$ cat src/common/huff_tree_pkg.sv
`default_nettype none

package huff_tree_pkg;

    // node table capacity
    localparam int NODE_COUNT = 64;
    localparam int NODE_IDX_W = 6;

    // symbol width, one byte per leaf
    localparam int SYM_W = 8;

    // walker stack, one entry per ancestor on the current path
    localparam int STACK_DEPTH = 16;
    localparam int STACK_IDX_W = 4;
    // pointer needs one extra bit to tell empty from full
    localparam int STACK_PTR_W = 5;

    typedef logic [SYM_W-1:0] sym_t;
    typedef logic [NODE_IDX_W-1:0] node_idx_t;

    // one tree node, 21 bits
    // child indices are ignored for leaves
    typedef struct packed {
        logic      is_leaf;
        sym_t      symbol;
        node_idx_t left_idx;
        node_idx_t right_idx;
    } tree_node_t;

    // value of an entry after reset: leaf carrying symbol 0
    localparam tree_node_t LEAF_RESET = '{
        is_leaf:   1'b1,
        symbol:    '0,
        left_idx:  '0,
        right_idx: '0
    };

endpackage

`default_nettype wire

$ cat src/common/header_stream_pkg.sv
`default_nettype none

package header_stream_pkg;

    // width of the num_lefts field in a left leaf
    localparam int NUM_LEFTS_W = 8;

    // one serial field: control bit plus 8 data bits
    localparam int HDR_FIELD_W = 9;
    localparam int HDR_CNT_W = 4;

    // packer side
    localparam int BYTE_W = 8;
    localparam int BYTE_IDX_W = 3;
    localparam int BIT_COUNT_W = 16;

    // walker event kinds
    typedef enum logic [1:0] {
        EV_NONE,
        EV_LEAF,
        EV_BACK
    } hdr_ev_e;

    // one event from walker to synthesis, 19 bits
    typedef struct packed {
        hdr_ev_e                kind;
        huff_tree_pkg::sym_t    symbol;
        logic                   is_left;
        logic [NUM_LEFTS_W-1:0] num_lefts;
    } hdr_event_t;

    // packed output byte with its strobe
    typedef struct packed {
        logic              valid;
        logic [BYTE_W-1:0] data;
    } hdr_byte_t;

endpackage

`default_nettype wire

$ cat src/verilog/node_table.sv
`default_nettype none

// node storage written by the host, read by the walker
module node_table (
    input  logic                      clk,
    input  logic                      rst,
    input  logic                      node_wr,
    input  huff_tree_pkg::node_idx_t  node_addr,
    input  huff_tree_pkg::tree_node_t node_wdata,
    input  huff_tree_pkg::node_idx_t  rd_addr,
    output huff_tree_pkg::tree_node_t rd_data
);
    import huff_tree_pkg::*;

    tree_node_t nodes [NODE_COUNT];

    // table and read register share one process
    // every entry comes out of reset as an empty leaf
    always_ff @(posedge clk, posedge rst) begin
        if (rst) begin
            for (int i = 0; i < NODE_COUNT; i++) begin
                nodes[i] <= LEAF_RESET;
            end
            rd_data <= LEAF_RESET;
        end else begin
            // host write port
            if (node_wr) begin
                nodes[node_addr] <= node_wdata;
            end
            // walker read, one cycle latency
            // a write to the same entry shows up on the next read
            rd_data <= nodes[rd_addr];
        end
    end

endmodule

`default_nettype wire

$ cat src/header_synth/tree_walker.sv
`default_nettype none

// depth-first pre-order walk over the node table
// one event per leaf, one EV_BACK per edge climbed
module tree_walker (
    input  logic                          clk,
    input  logic                          rst,
    input  logic                          start,
    output huff_tree_pkg::node_idx_t      rd_addr,
    input  huff_tree_pkg::tree_node_t     rd_data,
    input  logic                          seg_done,
    output header_stream_pkg::hdr_event_t ev,
    output logic                          walk_end,
    output logic                          busy
);
    import huff_tree_pkg::*;
    import header_stream_pkg::*;

    typedef enum logic [2:0] {
        IDLE,
        FETCH,
        EMIT,
        WAIT_SEG,
        CLIMB,
        DONE
    } walk_state_e;

    walk_state_e state;

    node_idx_t              cur_idx;
    logic [STACK_PTR_W-1:0] sp;
    logic [STACK_IDX_W-1:0] top;
    logic [NUM_LEFTS_W-1:0] lefts;
    // current segment is a backtrack zero
    logic                   seg_back;

    // per ancestor: right child still to visit, and the side taken
    node_idx_t stk_right [STACK_DEPTH];
    logic      stk_dir [STACK_DEPTH];

    logic      top_dir;
    node_idx_t top_right;
    logic      push;
    logic      turn_right;

    assign top = STACK_IDX_W'(sp - 1'b1);
    assign top_dir = stk_dir[top];
    assign top_right = stk_right[top];

    // internal node reached, go down the left edge
    assign push = (state == EMIT) && !seg_back && !rd_data.is_leaf;
    // zero for a left edge sent, move over to the right child
    assign turn_right = (state == WAIT_SEG) && seg_done && seg_back && !top_dir;

    // read address follows the node under visit
    assign rd_addr = cur_idx;
    assign busy = (state != IDLE);
    assign walk_end = (state == DONE);

    // events only from EMIT
    // node data is valid there, one cycle after FETCH
    always_comb begin
        ev = '0;
        ev.kind = EV_NONE;
        if (state == EMIT) begin
            if (seg_back) begin
                ev.kind = EV_BACK;
            end else if (rd_data.is_leaf) begin
                ev.kind = EV_LEAF;
                ev.symbol = rd_data.symbol;
                // left child of its parent, never the root
                ev.is_left = (sp != '0) && !top_dir;
                ev.num_lefts = lefts;
            end
        end
    end

    // stack contents
    always_ff @(posedge clk) begin
        if (push) begin
            stk_right[sp[STACK_IDX_W-1:0]] <= rd_data.right_idx;
            stk_dir[sp[STACK_IDX_W-1:0]] <= 1'b0;
        end else if (turn_right) begin
            stk_dir[top] <= 1'b1;
        end
    end

    always_ff @(posedge clk, posedge rst) begin
        if (rst) begin
            state <= IDLE;
            cur_idx <= '0;
            sp <= '0;
            lefts <= '0;
            seg_back <= 1'b0;
        end else begin
            case (state)
                IDLE: begin
                    // root sits at index 0
                    if (start) begin
                        cur_idx <= '0;
                        sp <= '0;
                        lefts <= '0;
                        seg_back <= 1'b0;
                        state <= FETCH;
                    end
                end
                FETCH: begin
                    state <= EMIT;
                end
                EMIT: begin
                    if (seg_back || rd_data.is_leaf) begin
                        state <= WAIT_SEG;
                    end else begin
                        // descend left, one more left edge on the path
                        cur_idx <= rd_data.left_idx;
                        sp <= sp + 1'b1;
                        lefts <= lefts + 1'b1;
                        state <= FETCH;
                    end
                end
                WAIT_SEG: begin
                    if (seg_done) begin
                        if (!seg_back) begin
                            // leaf done, lone root leaf ends the walk
                            state <= (sp == '0) ? DONE : CLIMB;
                        end else if (!top_dir) begin
                            // back at parent from the left, left edge dropped
                            cur_idx <= top_right;
                            lefts <= lefts - 1'b1;
                            seg_back <= 1'b0;
                            state <= FETCH;
                        end else begin
                            // both sides done, parent subtree complete
                            sp <= sp - 1'b1;
                            state <= (sp == STACK_PTR_W'(1)) ? DONE : CLIMB;
                        end
                    end
                end
                CLIMB: begin
                    // zero for the edge up to the stack top
                    seg_back <= 1'b1;
                    state <= EMIT;
                end
                DONE: begin
                    state <= IDLE;
                end
                default: begin
                    state <= IDLE;
                end
            endcase
        end
    end

endmodule

`default_nettype wire

$ cat src/header_synth/header_synthesis.sv
`default_nettype none

// turns walker events into serial header bits
// leaf:      1, symbol msb first
// left leaf: then 1, num_lefts msb first
// backtrack: a single 0
module header_synthesis (
    input  logic                          clk,
    input  logic                          rst,
    input  header_stream_pkg::hdr_event_t ev,
    output logic                          bit_valid,
    output logic                          bit_value,
    output logic                          seg_done
);
    import header_stream_pkg::*;

    typedef enum logic [1:0] {
        SH_IDLE,
        SH_HEADER,
        SH_LEFTS,
        SH_BACK
    } synth_state_e;

    synth_state_e state;

    // bit currently on the output sits in the msb
    logic [HDR_FIELD_W-1:0] shreg;
    logic [HDR_CNT_W-1:0]   cnt;

    // left leaf info kept for the second field
    logic                   left_q;
    logic [NUM_LEFTS_W-1:0] lefts_q;

    logic field_last;

    // ninth bit of a field on the output
    assign field_last = (cnt == HDR_CNT_W'(HDR_FIELD_W - 1));

    // one bit per cycle whenever a segment is running
    assign bit_valid = (state != SH_IDLE);
    assign bit_value = bit_valid & shreg[HDR_FIELD_W-1];

    // high with the last bit of the segment
    always_comb begin
        seg_done = 1'b0;
        case (state)
            SH_HEADER: seg_done = field_last && !left_q;
            SH_LEFTS:  seg_done = field_last;
            SH_BACK:   seg_done = 1'b1;
            default:   seg_done = 1'b0;
        endcase
    end

    // segment control
    always_ff @(posedge clk, posedge rst) begin
        if (rst) begin
            state <= SH_IDLE;
            cnt <= '0;
        end else begin
            case (state)
                SH_IDLE: begin
                    cnt <= '0;
                    if (ev.kind == EV_LEAF) begin
                        state <= SH_HEADER;
                    end else if (ev.kind == EV_BACK) begin
                        state <= SH_BACK;
                    end
                end
                SH_HEADER: begin
                    if (field_last) begin
                        cnt <= '0;
                        // left leaves carry a second field
                        state <= left_q ? SH_LEFTS : SH_IDLE;
                    end else begin
                        cnt <= cnt + 1'b1;
                    end
                end
                SH_LEFTS: begin
                    if (field_last) begin
                        cnt <= '0;
                        state <= SH_IDLE;
                    end else begin
                        cnt <= cnt + 1'b1;
                    end
                end
                SH_BACK: begin
                    // single zero, done in one cycle
                    state <= SH_IDLE;
                end
                default: begin
                    state <= SH_IDLE;
                end
            endcase
        end
    end

    // shift register and latched event fields
    always_ff @(posedge clk) begin
        if (state == SH_IDLE) begin
            if (ev.kind == EV_LEAF) begin
                // control 1 ahead of the symbol
                shreg <= {1'b1, ev.symbol};
                left_q <= ev.is_left;
                lefts_q <= ev.num_lefts;
            end else if (ev.kind == EV_BACK) begin
                shreg <= '0;
            end
        end else if ((state == SH_HEADER) && field_last) begin
            // leading 1 then the left count
            shreg <= {1'b1, lefts_q};
        end else begin
            shreg <= {shreg[HDR_FIELD_W-2:0], 1'b0};
        end
    end

endmodule

`default_nettype wire

$ cat src/verilog/bit_packer.sv
`default_nettype none

// gathers header bits into bytes, msb first
module bit_packer (
    input  logic                                   clk,
    input  logic                                   rst,
    input  logic                                   start,
    input  logic                                   bit_valid,
    input  logic                                   bit_value,
    input  logic                                   walk_end,
    output header_stream_pkg::hdr_byte_t           out,
    output logic                                   header_done,
    output logic [header_stream_pkg::BIT_COUNT_W-1:0] bit_count
);
    import header_stream_pkg::*;

    // header in progress, a start is ignored while set
    logic                  active;
    logic [BYTE_W-1:0]     byte_sr;
    // bits already in byte_sr
    logic [BYTE_IDX_W-1:0] nbits;
    logic                  out_valid;
    logic [BYTE_W-1:0]     out_data;

    logic [BYTE_W-1:0] byte_next;
    logic [BYTE_W-1:0] flush_data;
    logic              byte_full;

    assign byte_next = {byte_sr[BYTE_W-2:0], bit_value};
    assign byte_full = bit_valid && (nbits == BYTE_IDX_W'(BYTE_W - 1));
    // partial byte moved up to the msb, zeros below
    assign flush_data = byte_sr << (BYTE_W - nbits);

    assign out = '{valid: out_valid, data: out_data};

    always_ff @(posedge clk, posedge rst) begin
        if (rst) begin
            active <= 1'b0;
            nbits <= '0;
            bit_count <= '0;
            out_valid <= 1'b0;
            header_done <= 1'b0;
        end else begin
            out_valid <= 1'b0;
            header_done <= 1'b0;
            if (start && !active) begin
                active <= 1'b1;
                nbits <= '0;
                bit_count <= '0;
            end else begin
                if (bit_valid) begin
                    // wraps to 0 after the eighth bit
                    nbits <= nbits + 1'b1;
                    bit_count <= bit_count + 1'b1;
                    out_valid <= byte_full;
                end
                // synthesis is idle here, no bit arrives with walk_end
                if (walk_end) begin
                    active <= 1'b0;
                    nbits <= '0;
                    out_valid <= (nbits != '0);
                    header_done <= 1'b1;
                end
            end
        end
    end

    // byte data path
    always_ff @(posedge clk) begin
        if (bit_valid) begin
            byte_sr <= byte_next;
        end
        if (byte_full) begin
            out_data <= byte_next;
        end else if (walk_end) begin
            out_data <= flush_data;
        end
    end

endmodule

`default_nettype wire

$ cat src/verilog/huff_header_top.sv
`default_nettype none

// huffman header stage
// node table -> walker -> synthesis -> packer
module huff_header_top (
    input  logic                                   clk,
    input  logic                                   rst,
    input  logic                                   node_wr,
    input  huff_tree_pkg::node_idx_t               node_addr,
    input  huff_tree_pkg::tree_node_t              node_wdata,
    input  logic                                   start,
    output logic                                   busy,
    output header_stream_pkg::hdr_byte_t           out,
    output logic                                   header_done,
    output logic [header_stream_pkg::BIT_COUNT_W-1:0] bit_count
);
    import huff_tree_pkg::*;
    import header_stream_pkg::*;

    // walker <-> table
    node_idx_t  rd_addr;
    tree_node_t rd_data;

    // walker <-> synthesis
    hdr_event_t ev;
    logic       seg_done;

    // synthesis -> packer
    logic bit_valid;
    logic bit_value;

    // walker -> packer
    logic walk_end;

    node_table u_node_table (
        .clk        (clk),
        .rst        (rst),
        .node_wr    (node_wr),
        .node_addr  (node_addr),
        .node_wdata (node_wdata),
        .rd_addr    (rd_addr),
        .rd_data    (rd_data)
    );

    tree_walker u_tree_walker (
        .clk      (clk),
        .rst      (rst),
        .start    (start),
        .rd_addr  (rd_addr),
        .rd_data  (rd_data),
        .seg_done (seg_done),
        .ev       (ev),
        .walk_end (walk_end),
        .busy     (busy)
    );

    header_synthesis u_header_synthesis (
        .clk       (clk),
        .rst       (rst),
        .ev        (ev),
        .bit_valid (bit_valid),
        .bit_value (bit_value),
        .seg_done  (seg_done)
    );

    bit_packer u_bit_packer (
        .clk         (clk),
        .rst         (rst),
        .start       (start),
        .bit_valid   (bit_valid),
        .bit_value   (bit_value),
        .walk_end    (walk_end),
        .out         (out),
        .header_done (header_done),
        .bit_count   (bit_count)
    );

endmodule

`default_nettype wire

$ cat config.mk
export PLATFORM = sky130hd
export DESIGN_NAME = huff_header_top
export DESIGN_NICKNAME = d
export VERILOG_FILES = /design/src/common/huff_tree_pkg.sv /design/src/common/header_stream_pkg.sv /design/src/verilog/node_table.sv /design/src/header_synth/tree_walker.sv /design/src/header_synth/header_synthesis.sv /design/src/verilog/bit_packer.sv /design/src/verilog/huff_header_top.sv
export SDC_FILE = /design/constraint.sdc
export NUM_CORES = 2
export LEC_CHECK = 0
export ABC_CLOCK_PERIOD_IN_PS = 50200
export BUFFER_PORTS_ARGS = -buffer_cell sky130_fd_sc_hd__buf_2
export CAP_MARGIN = 10
export CORE_ASPECT_RATIO = 0.6
export CORE_MARGIN = 1.5
export CORE_UTILIZATION = 35
export CTS_CLUSTER_DIAMETER = 60
export DETAILED_ROUTE_END_ITERATION = 7
export PLACE_DENSITY = 0.51
export SLEW_MARGIN = 20
export SYNTH_ARGS = -nofsm -noshare
export SYNTH_HDL_FRONTEND = slang
export SYNTH_SLANG_ARGS = --single-unit
$ cat constraint.sdc
create_clock -name clk -period 50.2 [get_ports clk]
set_input_delay 7.53 -clock clk [delete_from_list [all_inputs] [get_ports clk]]
set_output_delay 7.53 -clock clk [all_outputs]
set_load 0.01 [all_outputs]
==> impl.org <==
** Yosys
- Sorting the synthesized cells by area gives the leading types as sky130_fd_sc_hd__dfrtp_1, sky130_fd_sc_hd__mux2_2, sky130_fd_sc_hd__mux4_2, sky130_fd_sc_hd__edfxtp_1, sky130_fd_sc_hd__dfstp_2.
- Mapped Avg Cell Area :: 16.0 µm²
- Share of synthesized area occupied by flip-flops and latches :: 0.566
- Top cell type by total area after synthesis :: sky130_fd_sc_hd__dfrtp_1
- Post-synthesis sequential element count :: between 1500 and 2000
- Post-synthesis cell type count :: 59
- Fraction of synthesized cell area taken by the top area cell type :: 0.479
- For this run, the leading register cell type out of synthesis is sky130_fd_sc_hd__dfrtp_1.
- Number of nets in the synthesized netlist :: 4455
- The synthesized netlist occupies a cell area of 0.0705 mm².
- Gate count of the mapped netlist :: about 4400
- Of all flip-flops after synthesis, the portion carrying an async set or reset was 0.907.
- Yosys printed 0 warnings.
- Counting flops with a built-in enable in the synthesized netlist gives between 100 and 150.

** Place
- The congestion estimate from routability-driven global placement came to ~0.76.
- DP HPWL :: around 110000 µm
- Counting tap cells, the placed design contains a total of 6785 instances.
- I/O Buffers :: between 50 and 60

** Floorplan
- Effective utilization at floorplan :: 0.353
- Vert. Die Dim :: 351 µm
- During I/O placement, the number of pins put on the boundary was a little under 60.
- Standard-cell rows :: ~130
- The die covers 0.204 mm².
- The floorplan step set the die width to 583 µm.
- The core region is about 0.20 mm².

** Worst setup path
- The critical path is of the in2async type.
- Data required time at the worst endpoint :: 51010 ps
- Along the worst path, the maximum fanout reaches 99.
- Logic depth of the worst setup path including buffers :: 8
- The critical path contains buffers and inverters numbering 8 combined.
- Reg-to-Reg End :: u_node_table.rd_data[5]
- Worst Reg2Reg Path Length in Cells :: 7
- Walking the worst path, the cells encountered are buf_2 > inv_8 > buf_4 > buf_4 > buf_4 > buf_4 > buf_4 > buf_4.
- Critical path startpoint :: rst
- Cell occurring most often along the worst timing path :: sky130_fd_sc_hd__buf_4
- End point of the critical path :: u_header_synthesis.cnt[0]
- STA classifies the critical path startpoint as a primary input.
- STA classifies the critical path endpoint as an async pin.
- CP max-delay cell :: sky130_fd_sc_hd__buf_4
- In this run the critical register-to-register path is launched from u_tree_walker.rd_addr[0].
- Among cell families on the critical path, the largest total delay comes from buffers and inverters.
- Flop2flop setup slack :: 44900 ps
- For this run, the slowest stage of the critical path takes about 840 ps.
- Data on the critical path arrives at its endpoint at roughly 13000 ps.

** Power
- VDD IR-drop max :: about 0.027 mV
- Summed over all cells, the static leakage comes to 34.3 nW.
- Power density normalized to cell area :: about 47 mW/mm²

** Flow run
- Max_cap viols :: 0

** Timing
- Static timing analysis puts the maximum clock frequency at between 0.08 and 0.09 GHz.
- Measured against its own limit, the worst slew margin works out to 0.207.
- Between clock sinks in the finished design, the worst skew comes to around 30 ps.
- Crit path time final :: roughly 12000 ps
- The final number of hold-violating endpoints was 0.
- Actual transition at the worst max-transition pin :: 1190 ps
- Setup violations remaining at the end of the flow were counted as 0.
- Worst hold slack :: approximately 500 ps
- Setup repair after global routing left no endpoint under its margin.
- Share of the clock period used by the worst path after layout :: 0.242
- Adding up every negative setup slack in the final design gives 0 ps.
- The number of slew-limit violations in the final report came to 0.

** Clock tree
- Buffer count from post-CTS setup fixing :: 0
- TritonCTS created ~160 clock buffers.
- Longest Clk Path Bufs :: 4
- The root buffer cell chosen for the clock tree is sky130_fd_sc_hd__clkbuf_16.
- Number of gates resized after CTS :: 0
- Clock latency of the later-clocked register in the worst-skew pair :: between 800 and 900 ps
- After clock tree synthesis, the flow added hold-fix buffers numbering 0.
- The H-tree was split into 4 levels.
- TritonCTS built the clock tree.
- After clock tree synthesis, the clock-pin slew on the worst setup and hold paths is 60 ps.
- Counting every sink on the clock net gives between 1500 and 2000.

** Layout
- Leaving out fill and tap cells, the most frequent cell in the layout is sky130_fd_sc_hd__mux2_2.
- Of the cells placed in the final design, the portion with a size suffix greater than 1 is 0.524.
- Across the whole layout, storage elements account for about 0.04 mm².
- The filler cells instantiated in the layout total 18232.
- From synthesis to final layout, the design area changed by 12.0%.
- The library cells used most frequently in the layout, excluding fill and tap cells, are sky130_fd_sc_hd__mux2_2, sky130_fd_sc_hd__dfrtp_1, sky130_fd_sc_hd__mux4_2.
- Core occupancy in the finished layout :: 0.395
- Count of placed standard cells in the final layout, fillers left out :: roughly 7100
- Summing all multi-input logic gate instances after layout gives around 0.029 mm².
- Number of nets at the end of the flow :: between 4000 and 5000

** Detailed routing
- The detailed router placed a little under 40000 vias in this run.
- Routed via count divided by cell count :: between 5 and 6
- Detail Route Antenna Nets :: 0
- Final routed DRC violation total :: 0
- Dividing the detail-routed wire length by the instance count gives approximately 27 µm.
- Total iterations of the first detailed-routing run :: 5
- In this run, the number of DRC markers left after iteration 0 of detailed routing was about 3000.
- Wires add up to 190000 µm.

** Global routing
- In the global route stage, overall resource usage came out at 0.188.
- Entering global routing, the biggest net connects between 150 and 200 pins.
- Summed over all layers, the global routing overflow is 0.
- Via count of the first global-routing pass :: about 40000
- The first global-routing pass estimated approximately 290000 µm of wire.
- The initial antenna violation count was 20.

** Hold path
- The path class of the tightest hold or removal check is reg2reg.
- Hold wc startpoint :: u_node_table.nodes[1226]

** Status
- Run status :: finished clean
-- sequential cells by signal, summed over array words and instances, names as in the netlist, 2 cells and up --
signal	cells
u_tree_walker.state	3
u_tree_walker.stk_right	96
u_header_synthesis.state	2
u_header_synthesis.shreg	9
u_bit_packer.out_data	8
u_bit_packer.bit_count	16
u_tree_walker.rd_addr	6
u_bit_packer.byte_sr	8
u_node_table.nodes	1344
u_header_synthesis.cnt	4
u_bit_packer.nbits	3
u_tree_walker.lefts	8
u_header_synthesis.lefts_q	8
u_tree_walker.stk_dir	16
u_tree_walker.sp	5
u_node_table.rd_data	21
-- metrics by stage --
step	area, µm²	total power [W]	setup slack (ps)
floorplan	70500	0.00227	2850
global placement	73500	0.00254	36740
detailed placement	73600	0.00255	36710
CTS	78700	0.00377	37580
global route	79000	0.00391	37090
finish	79000	0.00372	38060
-- logic make-up after synthesis --
logic type	after synthesis	share of synthesized area
buffers and inverters	448	0.0251
xor gates and xnor gates	24	0.00298
and+or+nand+nor	366	0.0235
DFF	1562	0.566
adders and majority gates	22	0.00401
AOI/OAI and AO/OA	136	0.0126
muxes	1844	0.366
-- worst register-to-register path, delay by kind of cell, from the launching register on --
kind | cells | cell delay, ps
muxes | 3 | 1670
DFF | 1 | 930
buffers and inverters | 3 | 2340
AOI/OAI and AO/OA | 1 | 180
-- report_power, final --
| group | internal, W | switching (W) | total (W) | leakage [nW] |
|---|---|---|---|---|
| sequential | 0.00148 | 0.000129 | 0.00161 | 20.0 |
| clock | 0.000691 | 0.000511 | 0.00120 | 2.53 |
| combinational | 0.000437 | 0.000478 | 0.000916 | 11.8 |
-- per-layer routing --
layer | routed length (µm) | GRT usage | vias up
li1 | - | - | 16225
met1 | 100000 | 0.308 | 21499
met2 | 79000 | 0.262 | 701
met3 | 8220 | 0.0293 | 202
met4 | 2720 | 0.0318 | 0
met5 | 0 | 0 | -
-- worst min path at each step --
stage,end,depth (start not counted)
6_report,u_node_table.nodes[1226],1
5_1_grt,u_node_table.nodes[1011],1
4_1_cts,u_node_table.nodes[614],1
3_5_place_dp,u_node_table.nodes[1038],1
3_3_place_gp,u_bit_packer.active,2
2_1_floorplan,u_bit_packer.active,2
-- cells in the mapped netlist (28+ instances only) --
cell type                  number
sky130_fd_sc_hd__buf_2         45
sky130_fd_sc_hd__mux4_2       454
sky130_fd_sc_hd__buf_1        103
sky130_fd_sc_hd__edfxtp_1     146
sky130_fd_sc_hd__clkbuf_1     267
sky130_fd_sc_hd__a21oi_1       29
sky130_fd_sc_hd__nor2b_1       28
sky130_fd_sc_hd__nand2_1      113
sky130_fd_sc_hd__mux2i_1       40
sky130_fd_sc_hd__mux2_2      1350
sky130_fd_sc_hd__dfrtp_1     1351
sky130_fd_sc_hd__nor2_1       122
sky130_fd_sc_hd__dfstp_2       65
sky130_fd_sc_hd__o21ai_0       34
sky130_fd_sc_hd__nand3_1       42
-- layout make-up --
cell class / count / share of cell area
inverters: 27 / 0.00138
diodes: 8 / 0.000253
multi-input cells: 2392 / 0.369
repair buffers: 169 / 0.0175
clock buffers: 230 / 0.0575
flip-flops and latches: 1562 / 0.505
well taps: 2644 / 0.0419
clock inverters: 51 / 0.00753
(Power assumes the default switching activity.)
